===== config.mk =====
export PLATFORM = sky130hd
export DESIGN_NAME = edge_proc
export DESIGN_NICKNAME = d
export VERILOG_FILES = /design/src/common/img_geom_pkg.sv /design/src/common/pxl_pkg.sv /design/src/edge_proc/pxl_to_gray.sv /design/src/edge_proc/edge_proc.sv
export SDC_FILE = /design/constraint.sdc
export NUM_CORES = 2
export LEC_CHECK = 0
export ABC_AREA = 1
export BUFFER_PORTS_ARGS = -buffer_cell sky130_fd_sc_hd__clkbuf_2
export CORE_ASPECT_RATIO = 1.25
export CORE_MARGIN = 1.5
export CORE_UTILIZATION = 53
export CTS_CLUSTER_SIZE = 28
export DETAILED_ROUTE_END_ITERATION = 7
export HOLD_SLACK_MARGIN = 0.08
export PLACE_DENSITY = 0.69
export SETUP_SLACK_MARGIN = 0.2
export SYNTH_ARGS = -nofsm -noshare
export SYNTH_HDL_FRONTEND = slang
export SYNTH_HIERARCHICAL = 1
export SYNTH_SLANG_ARGS = --single-unit

===== constraint.sdc =====
create_clock -name rst -period 7 [get_ports rst]
set_clock_uncertainty 0.2 [all_clocks]
set_input_delay 0.7 -clock rst [delete_from_list [all_inputs] [get_ports rst]]
set_output_delay 0.7 -clock rst [all_outputs]
set_load 0.01 [all_outputs]

===== src/common/img_geom_pkg.sv =====
// image geometry for the edge unit
// fixed 80 x 60 frame, address and raster count types
`default_nettype none

package img_geom_pkg;

  // frame size
  localparam int img_cols = 80;                 // pixels per line
  localparam int img_rows = 60;                 // lines per frame
  localparam int img_pxls = img_cols * img_rows; // 4800 pixels

  // counter widths
  localparam int nb_img_pxls  = 13; // 4800 < 2**13
  localparam int nb_line_pxls = 7;  // column count, 80 < 2**7
  localparam int nb_rows      = 6;  // row count, 60 < 2**6

  // three kernel pixels of each line live in registers, not in the buffer
  localparam int lbuf_depth = img_cols - 3;

  // entering pixel to kernel centre: one line plus two pixels
  localparam int kern_lag = img_cols + 2;

  typedef logic [nb_img_pxls-1:0]  img_addr_t; // linear frame address
  typedef logic [nb_line_pxls-1:0] col_t;      // column number
  typedef logic [nb_rows-1:0]      row_t;      // row number

endpackage

`default_nettype wire


===== src/common/pxl_pkg.sv =====
// pixel formats of the edge unit
// memory word layouts, gray weights and filter select codes
`default_nettype none

package pxl_pkg;

  localparam int nb_gray = 8;           // gray level
  localparam int nb_chan = 4;           // one color channel
  localparam int nb_buf  = 3 * nb_chan; // original memory word, 12 bits

  typedef logic [nb_gray-1:0] gray_t;

  // a source word is either padded gray or rgb 4:4:4
  typedef union packed {
    struct packed {
      logic [nb_chan-1:0] pad; // unused in gray mode
      gray_t              lvl;
    } gray;
    struct packed {
      logic [nb_chan-1:0] red;
      logic [nb_chan-1:0] green;
      logic [nb_chan-1:0] blue;
    } rgb;
  } src_pxl_u;

  // rgb to gray weights, 15 * (5 + 9 + 3) = 255 so no overflow
  localparam gray_t wt_red   = 8'd5;
  localparam gray_t wt_green = 8'd9;
  localparam gray_t wt_blue  = 8'd3;

  // filter select, bit 0 clear is filter off
  typedef logic [1:0] filt_t;

  localparam filt_t filt_hor = 2'b01; // horizontal sobel
  localparam filt_t filt_ver = 2'b11; // vertical sobel

endpackage

`default_nettype wire


===== src/edge_proc/pxl_to_gray.sv =====
// source word to gray level
// gray mode takes the low byte, rgb mode the weighted channel sum
`timescale 1ns/1ps
`default_nettype none

module pxl_to_gray (
  input  wire pxl_pkg::src_pxl_u word,     // word from the original memory
  input  wire                    rgb_mode, // 1: word holds rgb 4:4:4
  output pxl_pkg::gray_t         gray
);

  import pxl_pkg::*;

  gray_t red_part;   // weighted channels
  gray_t green_part;
  gray_t blue_part;

  // channels widen to 8 bits, max product 15 * 9
  assign red_part   = gray_t'(word.rgb.red)   * wt_red;
  assign green_part = gray_t'(word.rgb.green) * wt_green;
  assign blue_part  = gray_t'(word.rgb.blue)  * wt_blue;

  always_comb begin
    if (rgb_mode) begin
      gray = red_part + green_part + blue_part; // tops out at 255
    end else begin
      gray = word.gray.lvl; // pad bits ignored
    end
  end

endmodule

`default_nettype wire


===== src/edge_proc/edge_proc.sv =====
// sobel edge processor
// streams the original image in raster order, builds a 3x3 kernel from
// two line buffers and writes one result per cycle to the processed image
`timescale 1ns/1ps
`default_nettype none

module edge_proc (
  input  wire                       rst,        // clock
  input  wire                       clk,        // async reset, active high
  input  wire                       run,        // level, scan enable
  input  wire pxl_pkg::filt_t       edgefilter, // x0 off, 01 hor, 11 ver
  input  wire                       rgb_mode,   // source words are rgb
  input  wire pxl_pkg::src_pxl_u    orig_pxl,   // one cycle after orig_addr
  output img_geom_pkg::img_addr_t   orig_addr,
  output logic                      proc_we,
  output pxl_pkg::gray_t            proc_pxl,
  output img_geom_pkg::img_addr_t   proc_addr,
  output logic                      frame_done  // one-cycle pulse
);

  import img_geom_pkg::*;
  import pxl_pkg::*;

  img_addr_t cnt_pxl;    // read address counter
  img_addr_t pxl_in_num; // pixel now on orig_pxl
  logic      end_pxl_cnt;
  logic      pxl_vld;    // orig_pxl holds a fresh pixel

  gray_t gray_in;

  // raster position of the entering pixel
  col_t col_in;
  row_t row_in;
  logic end_line;

  col_t buf_pt; // shared pointer of both line buffers
  logic end_buf_cnt;

  gray_t lbuf_1 [lbuf_depth]; // feeds the middle kernel row
  gray_t lbuf_2 [lbuf_depth]; // feeds the top kernel row

  // kernel, row 2 is the newest line, column 2 the newest pixel
  //  p00 p01 p02
  //  p10 p11 p12
  //  p20 p21 p22
  gray_t p00, p01, p02;
  gray_t p10, p11, p12;
  gray_t p20, p21, p22;

  logic ctr_wrap; // centre lies two lines back
  logic first_col, last_col, first_row, last_row;
  logic border;

  gray_t sob_hor;
  gray_t sob_ver;

  // |(b0 + 2*b1 + b2) - (a0 + 2*a1 + a2)|, saturated to 8 bits
  function automatic gray_t sobel_mag(input gray_t a0, a1, a2, b0, b1, b2);
    logic [nb_gray+1:0] sum_a; // up to 4 * 255
    logic [nb_gray+1:0] sum_b;
    logic [nb_gray+1:0] diff;
    sum_a = {2'b00, a0} + {1'b0, a1, 1'b0} + {2'b00, a2};
    sum_b = {2'b00, b0} + {1'b0, b1, 1'b0} + {2'b00, b2};
    diff  = (sum_b > sum_a) ? sum_b - sum_a : sum_a - sum_b;
    if (diff[nb_gray+1:nb_gray] != 2'b00) begin
      return '1; // clip at 255
    end
    return diff[nb_gray-1:0];
  endfunction

  pxl_to_gray i_pxl_to_gray (
    .word     (orig_pxl),
    .rgb_mode (rgb_mode),
    .gray     (gray_in)
  );

  assign end_pxl_cnt = (cnt_pxl == img_addr_t'(img_pxls - 1));
  assign orig_addr   = cnt_pxl;

  // read side, steps with run
  always_ff @(posedge rst or posedge clk) begin
    if (clk) begin
      cnt_pxl    <= '0;
      pxl_in_num <= '0;
      pxl_vld    <= 1'b0;
      frame_done <= 1'b0;
    end else begin
      pxl_vld    <= run;                 // memory data lags one cycle
      frame_done <= run && end_pxl_cnt;  // after the last address
      if (run) begin
        pxl_in_num <= cnt_pxl;
        if (end_pxl_cnt) begin
          cnt_pxl <= '0;
        end else begin
          cnt_pxl <= cnt_pxl + img_addr_t'(1);
        end
      end
    end
  end

  assign end_buf_cnt = (buf_pt == col_t'(lbuf_depth - 1));
  assign end_line    = (col_in == col_t'(img_cols - 1));

  // data side, steps once per pixel received
  always_ff @(posedge rst or posedge clk) begin
    if (clk) begin
      buf_pt <= '0;
      col_in <= '0;
      row_in <= '0;
    end else if (pxl_vld) begin
      if (end_buf_cnt) begin
        buf_pt <= '0;
      end else begin
        buf_pt <= buf_pt + col_t'(1);
      end
      if (end_line) begin
        col_in <= '0;
        if (row_in == row_t'(img_rows - 1)) begin
          row_in <= '0;
        end else begin
          row_in <= row_in + row_t'(1);
        end
      end else begin
        col_in <= col_in + col_t'(1);
      end
    end
  end

  // circular line buffers, read and written at the same pointer
  always_ff @(posedge rst) begin
    if (pxl_vld) begin
      lbuf_1[buf_pt] <= p20;
      lbuf_2[buf_pt] <= p10;
    end
  end

  always_ff @(posedge rst) begin
    if (pxl_vld) begin
      p22 <= gray_in;          // bottom row straight from memory
      p21 <= p22;
      p20 <= p21;
      p12 <= lbuf_1[buf_pt];   // one line older
      p11 <= p12;
      p10 <= p11;
      p02 <= lbuf_2[buf_pt];   // two lines older
      p01 <= p02;
      p00 <= p01;
    end
  end

  // centre is entering pixel minus one line and two pixels
  assign ctr_wrap  = (col_in < col_t'(2));
  assign first_col = (col_in == col_t'(2));
  assign last_col  = (col_in == col_t'(1));
  assign first_row = ctr_wrap ? (row_in == row_t'(2)) : (row_in == row_t'(1));
  assign last_row  = ctr_wrap ? (row_in == row_t'(1)) : (row_in == '0);
  assign border    = first_col || last_col || first_row || last_row;

  assign sob_hor = sobel_mag(p00, p01, p02, p20, p21, p22); // bottom vs top
  assign sob_ver = sobel_mag(p00, p10, p20, p02, p12, p22); // right vs left

  always_comb begin
    case (edgefilter)
      filt_hor: proc_pxl = border ? '0 : sob_hor;
      filt_ver: proc_pxl = border ? '0 : sob_ver;
      default:  proc_pxl = p11; // filter off, centre as is
    endcase
  end

  // address of the kernel centre, modulo the frame
  assign proc_addr = (pxl_in_num >= img_addr_t'(kern_lag)) ?
                     pxl_in_num - img_addr_t'(kern_lag) :
                     pxl_in_num + img_addr_t'(img_pxls - kern_lag);
  assign proc_we   = pxl_vld;

endmodule

`default_nettype wire


==> Yosys cells after proc, flatten, opt, wreduce, memory -nomap -nowiden <==
Memories as Yosys holds them, arrays and structs flattened. A register that Yosys moved wholly into a read port is not among the register bits.
Cells that the tools add are included.
{ "totals": {"register_bits": 104, "latchBits": 0, "ramBits": 1232, "romBits": 0, "in_bits": 18, "memories": 2} }
{ "mem_list": {"columns": ["name", "depth", "word_bits", "read_ports", "rd_clocked_by_memory_dff", "wr", "line_no", "text"], "rows": [
  ["lbuf_1", 77, 8, 1, 1, 1, "edge_proc.sv:39", "gray_t lbuf_1 [lbuf_depth];"],
  ["lbuf_2", 77, 8, 1, 1, 1, "edge_proc.sv:40", "gray_t lbuf_2 [lbuf_depth];"]
]} }
{ "classes": {"addsub": 20, "multipliers": 3, "n_div": 0, "n_lt_le_gt_ge": 4, "eq_ne": 10, "shift": 0, "muxes": 21, "n_bitwise": 0, "reduce_logical": 8} }
{ "op_table": {"columns": ["op", "n"], "rows": [
  ["$mux 8", 7],
  ["$add 10x8->10", 4],
  ["$add 8x9->10", 4],
  ["$sub 10x10->10", 4],
  ["$mux 13", 2],
  ["$gt 10x10->1", 2],
  ["$mux 10", 2],
  ["$pmux 8 s2", 1],
  ["$add 7x1->7 const B", 2],
  ["$eq 7x7->1 const B", 2],
  ["$mux 7", 2],
  ["$add 13x1->13 const B", 1],
  ["$add 13x13->13 const B", 1],
  ["$eq 13x13->1 const B", 1],
  ["$ge 13x7->1 const B", 1],
  ["$sub 13x7->13 const B", 1],
  ["$add 7x8->8", 1],
  ["$add 8x6->8", 1],
  ["$mul 4x4->8 const B", 1],
  ["$eq 7x1->1 const B", 1],
  ["$eq 7x2->1 const B", 1],
  ["$lt 7x2->1 const B", 1],
  ["$mul 4x3->7 const B", 1],
  ["$add 6x1->6 const B", 1],
  ["other kinds (13)", 21]
]} }

==> Longest topological paths before layout <==
{ "depth": {"ltp_word": 9, "mapped_depth": 30, "ltp_nobuf": 29} }

==> By module <==
The synthesis kept the hierarchy.
{ "modules_own_cells": {"columns": ["module", "n_inst", "cells_per_inst", "area_per_inst_um2", "seq_area_each_um2"], "rows": [
  ["edge_proc", 1, 3983, 54745.0, 40358.7],
  ["pxl_to_gray", 1, 105, 768.2, 0.0]
]} }

==> Least setup slack after synthesis <==
No wires, ideal clock.
{ "synth_timing": {"kind": "flip-flop to output port", "from": "reg p20[1]", "to": "out proc_pxl[6]", "arrival_ns": 5.020, "setup_slack_ns": 1.080, "path_stages_with_launch": 27, "n_path_buf": 1, "cell_sequence": "edfxtp_1 inv_1 fa_1 inv_1 ha_1 fa_1 nand2_1 nand2_1 nand3_1 a21oi_1 or2_2 xor2_1 inv_1 ha_1 buf_2 a21oi_1 o21ai_0 a21oi_1 nand2_2 nand2_4 nand2_1 nand2_4 inv_1 nor2_1 nand2_1 nand3_1 nand2_1"} }
{ "synth_between": {"elab_chain_cells": 9, "word_cells_on_any_way": 20, "cone_classes": "add/sub (7); order compare (2); mux (9); reduce/logical (2)"} }
{ "synth_rtl": {"columns": ["item", "line_no", "text"], "rows": [
  ["start, declared", "edge_proc.sv:48", "gray_t p20, p21, p22;"],
  ["start signal, assigned", "edge_proc.sv:141", "p20 <= p21;"],
  ["$add 8x9->10", "edge_proc.sv:63", "sum_b = {2'b00, b0} + {1'b0, b1, 1'b0} + {2'b00, b2};"],
  ["$add 10x8->10", "edge_proc.sv:63", null],
  ["$sub 10x10->10 or $gt 10x10->1 (tied branches)", "edge_proc.sv:64", "diff = (sum_b > sum_a) ? sum_b - sum_a : sum_a - sum_b;"],
  ["$mux 10", "edge_proc.sv:64", null],
  ["$reduce_bool 2->1", "edge_proc.sv:65", "if (diff[nb_gray+1:nb_gray] != 2'b00) begin"],
  ["$mux 1", "edge_proc.sv:65", null],
  ["$mux 8", "edge_proc.sv:68", "return diff[nb_gray-1:0];"],
  ["$mux 8", "edge_proc.sv:164", "filt_hor: proc_pxl = border ? '0 : sob_hor;"],
  ["$pmux 8 s2 *", "edge_proc.sv:163", "case (edgefilter)"],
  ["end, declared", "edge_proc.sv:16", "output pxl_pkg::gray_t proc_pxl,"]
]} }
Mark *: on every way between the ends. The rest lies on a longest branch, timed or not.

==> Worst setup path after layout <==
{ "layout_timing": {"from": "reg p00[1]", "to": "out proc_pxl[7]"} }
{ "layout_between": {"elab_chain_cells": 9, "word_cells_on_any_way": 21, "cone_classes": "add/sub (8); order compare (2); mux (9); reduce/logical (2)"} }
{ "layout_rtl": {"columns": ["item", "line_no", "text"], "rows": [
  ["start, declared", "edge_proc.sv:46", "gray_t p00, p01, p02;"],
  ["start signal, assigned", "edge_proc.sv:147", "p00 <= p01;"],
  ["$add 8x9->10", "edge_proc.sv:62", "sum_a = {2'b00, a0} + {1'b0, a1, 1'b0} + {2'b00, a2};"],
  ["$add 10x8->10", "edge_proc.sv:62", null],
  ["$sub 10x10->10 or $gt 10x10->1 (tied branches)", "edge_proc.sv:64", null],
  ["$mux 10", "edge_proc.sv:64", null],
  ["$reduce_bool 2->1", "edge_proc.sv:65", null],
  ["$mux 1", "edge_proc.sv:65", null],
  ["$mux 8", "edge_proc.sv:68", null],
  ["$mux 8, on equally long branches", "edge_proc.sv:165, edge_proc.sv:164", null],
  ["$pmux 8 s2 *", "edge_proc.sv:163", null]
]} }
Marked as above.

==> flow_metrics.env <==
export IMPL_worstPathMaxFanout=10
export IMPL_vias=34200
export IMPL_critical_path_startpoint_type="flip-flop"
export IMPL_grt_max_degree=142
export IMPL_postRouteAntennaNets=0
export IMPL_crit_required_ps=6100
export IMPL_critical_path_arrival_ps=5330
export IMPL_yosysUniqueCellTypes=58
export IMPL_worstHoldStart="orig_pxl[7]"
export IMPL_clkPwrFrac_pct=21.9
export IMPL_finalMaxSlewViolations=0
export IMPL_synthCells=4088
export IMPL_run_status="completed"
export IMPL_drtIter0Drc=3894
export IMPL_power_frac_seq_pct=33.5
export IMPL_r2r_end="p12[0]$_DFFE_PP_"
export IMPL_final_fill_count=7888
export IMPL_r2r_start="buf_pt[2]$_DFFE_PP0P_"
export IMPL_min_period_over_period_pct=89.0
export IMPL_synthFlopType="edfxtp_1"
export IMPL_powerDensity_nw_per_um2=472
export IMPL_portBuffers=53
export IMPL_power_frac_comb_pct=44.6
export IMPL_postCtsSetupBuffers=0
export IMPL_p_leak_nw=22.0
export IMPL_clkTransAtPathRegs_ps=60
export IMPL_track_usage_pct=27.8
export IMPL_regToRegSetupSlack_ps=2630
export IMPL_maxCapViolCount=0
export IMPL_yosys_register_bits=1352
export IMPL_hold_class="in2reg"
export IMPL_fp_coreArea_um2=104000
export IMPL_synth_fp_nets=4255
export IMPL_die_w_um=292
export IMPL_peakVddDrop_mv=0.846
export IMPL_drt_wirelength_per_cell_um=26.0
export IMPL_pin_count=54
export IMPL_grt_pass1_wl_mm=216
export IMPL_antenna_found_initial=0
export IMPL_die_h_um=365
export IMPL_p_sw_w=0.0120
export IMPL_avgViaCountPerCell=6.04
export IMPL_insertion_delay_ps=740
export IMPL_fin_nets=4398
export IMPL_yosys_warnings=6
export IMPL_syn_cell_area_um2=55500
export IMPL_power_switching_share_pct=41.2
export IMPL_grt_ovfl_total=0
export IMPL_drc=0
export IMPL_cts_root_buf="clkbuf_16"
export IMPL_firstDrtPassIters=6
export IMPL_start_util_pct=53.5
export IMPL_grt_pass1_vias=33200
export IMPL_async_flop_share_pct=3.55
export IMPL_final_layout_size_suffix_gt1_share_pct=9.31
export IMPL_setup_viol=0
export IMPL_ctsLongestPathBuffers=3
export IMPL_clkSinkCount=1352
export IMPL_yosysSeqAreaShare_pct=72.7
export IMPL_place_congestion=0.925
export IMPL_fin_setup_tns_ps=0
export IMPL_die_area_um2=107000
export IMPL_relSlewSlack_pct=27.1
export IMPL_worstRegToRegCells=11
export IMPL_wirelength_mm=147
export IMPL_finalHoldViolations=0
export IMPL_min_to="p22[7]$_DFFE_PP_"
export IMPL_cts_max_level=3
export IMPL_worst_setup_path_end_kind="output pin"
export IMPL_num_rows=132
export IMPL_cts_tree="yes"
export IMPL_area_growth_pct=10.9
export IMPL_min_period_ps=6230
export IMPL_rsz0062_at_grt="no"
export IMPL_synth_edf_count=1304
export IMPL_worst_slew_pin_slew_ps=1090
export IMPL_cts_buffers=119
export IMPL_crit_type="reg2out"
export IMPL_hold_depth=3
export IMPL_total_power_w=0.0291
export IMPL_dpl_hpwl_mm=87.0
export IMPL_power_internal_w=0.0171
export IMPL_avgSynthCellArea_um2=13.6
export IMPL_max_freq_mhz=161
==> sequential cells by signal, summed over array words and instances (netlist names) <==
name        count
buf_pt          7
col_in          7
frame_done      1
lbuf_1        616
lbuf_2        616
orig_addr      13
p00             8
p01             8
p02             8
p10             8
p11             8
p12             8
p20             8
p21             8
p22             8
proc_we         1
pxl_in_num     13
row_in          6
==> power by group through the flow <==
stage / Combinational, W / Clock (W) / Sequential, W
global placement: 0.0128 / 0 / 0.00990
finish: 0.0130 / 0.00635 / 0.00975
CTS: 0.0129 / 0.00640 / 0.00975
floorplan: 0.00896 / 0 / 0.00996
detailed placement: 0.0128 / 0 / 0.00992
global route: 0.0144 / 0.00672 / 0.00978
==> worst max-delay path by stage <==
stage | end | start | slack [ps] | cells past startpoint
floorplan | proc_pxl[6] | p20[1]$_DFFE_PP_ | 1080 | 26
global placement | proc_pxl[6] | p20[0]$_DFFE_PP_ | 1400 | 26
detailed placement | proc_pxl[6] | p20[0]$_DFFE_PP_ | 1330 | 26
CTS | proc_pxl[7] | p20[0]$_DFFE_PP_ | 530 | 25
global route | proc_pxl[6] | p20[3]$_DFFE_PP_ | 350 | 25
finish | proc_pxl[7] | p00[1]$_DFFE_PP_ | 770 | 25
==> layout make-up <==
| cell class | instances | area [µm²] | share of cell area (%) |
|---|---|---|---|
| clock buffer | 150 | 3140 | 5.10 |
| clock inverter | 71 | 608 | 0.988 |
| sequential | 1352 | 40400 | 65.6 |
| inverter | 340 | 1290 | 2.09 |
| antenna | 1 | 2.50 | 0.00406 |
| timing repair buffer | 189 | 1370 | 2.22 |
| tap | 1340 | 1680 | 2.72 |
| multi-input combinational | 2229 | 13100 | 21.3 |
==> worst max-delay path, stage by stage, from the launching register on <==
cell      delay [ps]
edfxtp_1         330
inv_1             80
fa_1             530
inv_1             40
ha_1             200
fa_1             460
nand3_1          120
nand2_1           60
nand2_1           80
a21oi_1           60
or2_2            290
xor2_1           260
inv_1             80
ha_1             390
a21oi_1          280
o21ai_0          120
a21oi_1          160
nand2_2          140
nand2_4          140
inv_2             80
nand2_1           80
nand2_2          100
nand4_1          130
nand3_1          110
nand3_1          120
clkbuf_2         140
==> repair_timing <==
| item | 4_1_cts | 5_1_grt |
|---|---|---|
| hold buffers | 1 | 0 |
| endpoints found under the setup margin | 0 | 1 |
| gates resized for setup | 0 | 1 |
| hold endpoints to repair | 48 | 0 |
==> layout by cell type (no fill, tap or decap), types with 30 or more instances in the layout <==
master        n
nand2_1     887
clkbuf_2     53
a22oi_1     145
a21oi_1     101
edfxtp_1   1304
clkbuf_16   121
ha_1        101
buf_4       128
o21ai_0      65
xor2_1       44
inv_1       323
nand3_1     166
fa_1         48
nand4_1     164
a22o_1       48
dfrtp_1      47
clkinv_1     30
a221oi_1    133
nor2_1      166
==> cell usage after synthesis, types with 5 or more instances <==
cell	n	share of area [%]
clkbuf_1	42	0.28
o21ai_1	18	0.16
inv_2	12	0.081
nand3_1	167	1.5
o211ai_1	5	0.068
o21ai_0	65	0.59
fa_1	48	1.7
buf_1	9	0.061
ha_1	101	2.3
nor4_1	5	0.056
a21oi_1	101	0.91
buf_2	103	0.93
nand2_2	9	0.10
buf_4	10	0.14
a22o_1	48	0.76
a221oi_1	133	2.1
inv_1	324	2.2
nand2_1	887	6.0
and3_1	16	0.18
xnor2_1	15	0.24
nor2_1	170	1.1
a22oi_1	145	2.0
xor2_1	44	0.69
dfrtp_1	48	2.2
o21bai_1	8	0.11
a31oi_1	8	0.090
nor3_1	15	0.14
nand4_1	164	1.8
edfxtp_1	1304	71
==> kinds of logic (layout without fill, tap and decap cells) <==
kind of cell / Yosys count / in the layout / share of synthesized area [%]
AND/OR/NAND/NOR: 1454 / 1454 / 11.3
flip-flops: 1352 / 1352 / 72.7
AO/OA/AOI/OAI: 567 / 567 / 7.34
buffers and inverters: 507 / 750 / 3.75
adder cells (fa/ha/maj): 149 / 149 / 4.01
XOR/XNOR: 59 / 59 / 0.931
other: 0 / 1 / 0
==> stage by stage <==
step / hold WS, ps / setup slack (ps) / utilization [%] / area (µm²) / instances
2_1_floorplan: 226 / 1080 / - / 55500 / 4088
3_3_place_gp: 229 / 1400 / 55.7 / 57800 / 5449
3_5_place_dp: 233 / 1330 / 55.7 / 57800 / 5449
4_1_cts: 90.9 / 533 / 59.4 / 61600 / 5671
5_1_grt: 130 / 346 / 59.4 / 61600 / 5671
6_report: 130 / 771 / 59.4 / 61600 / 5672
==> layer usage <==
metal | global-route usage (%) | wire, µm | vias to the layer above
met3 | 5.04 | 13600 | 343
met4 | 15.5 | 8880 | 0
met1 | 35.0 | 54400 | 16900
li1 | - | - | 15300
met2 | 45.8 | 70700 | 1698
met5 | 0 | 0 | -
No activity file was read; power rests on OpenSTA's default activity.
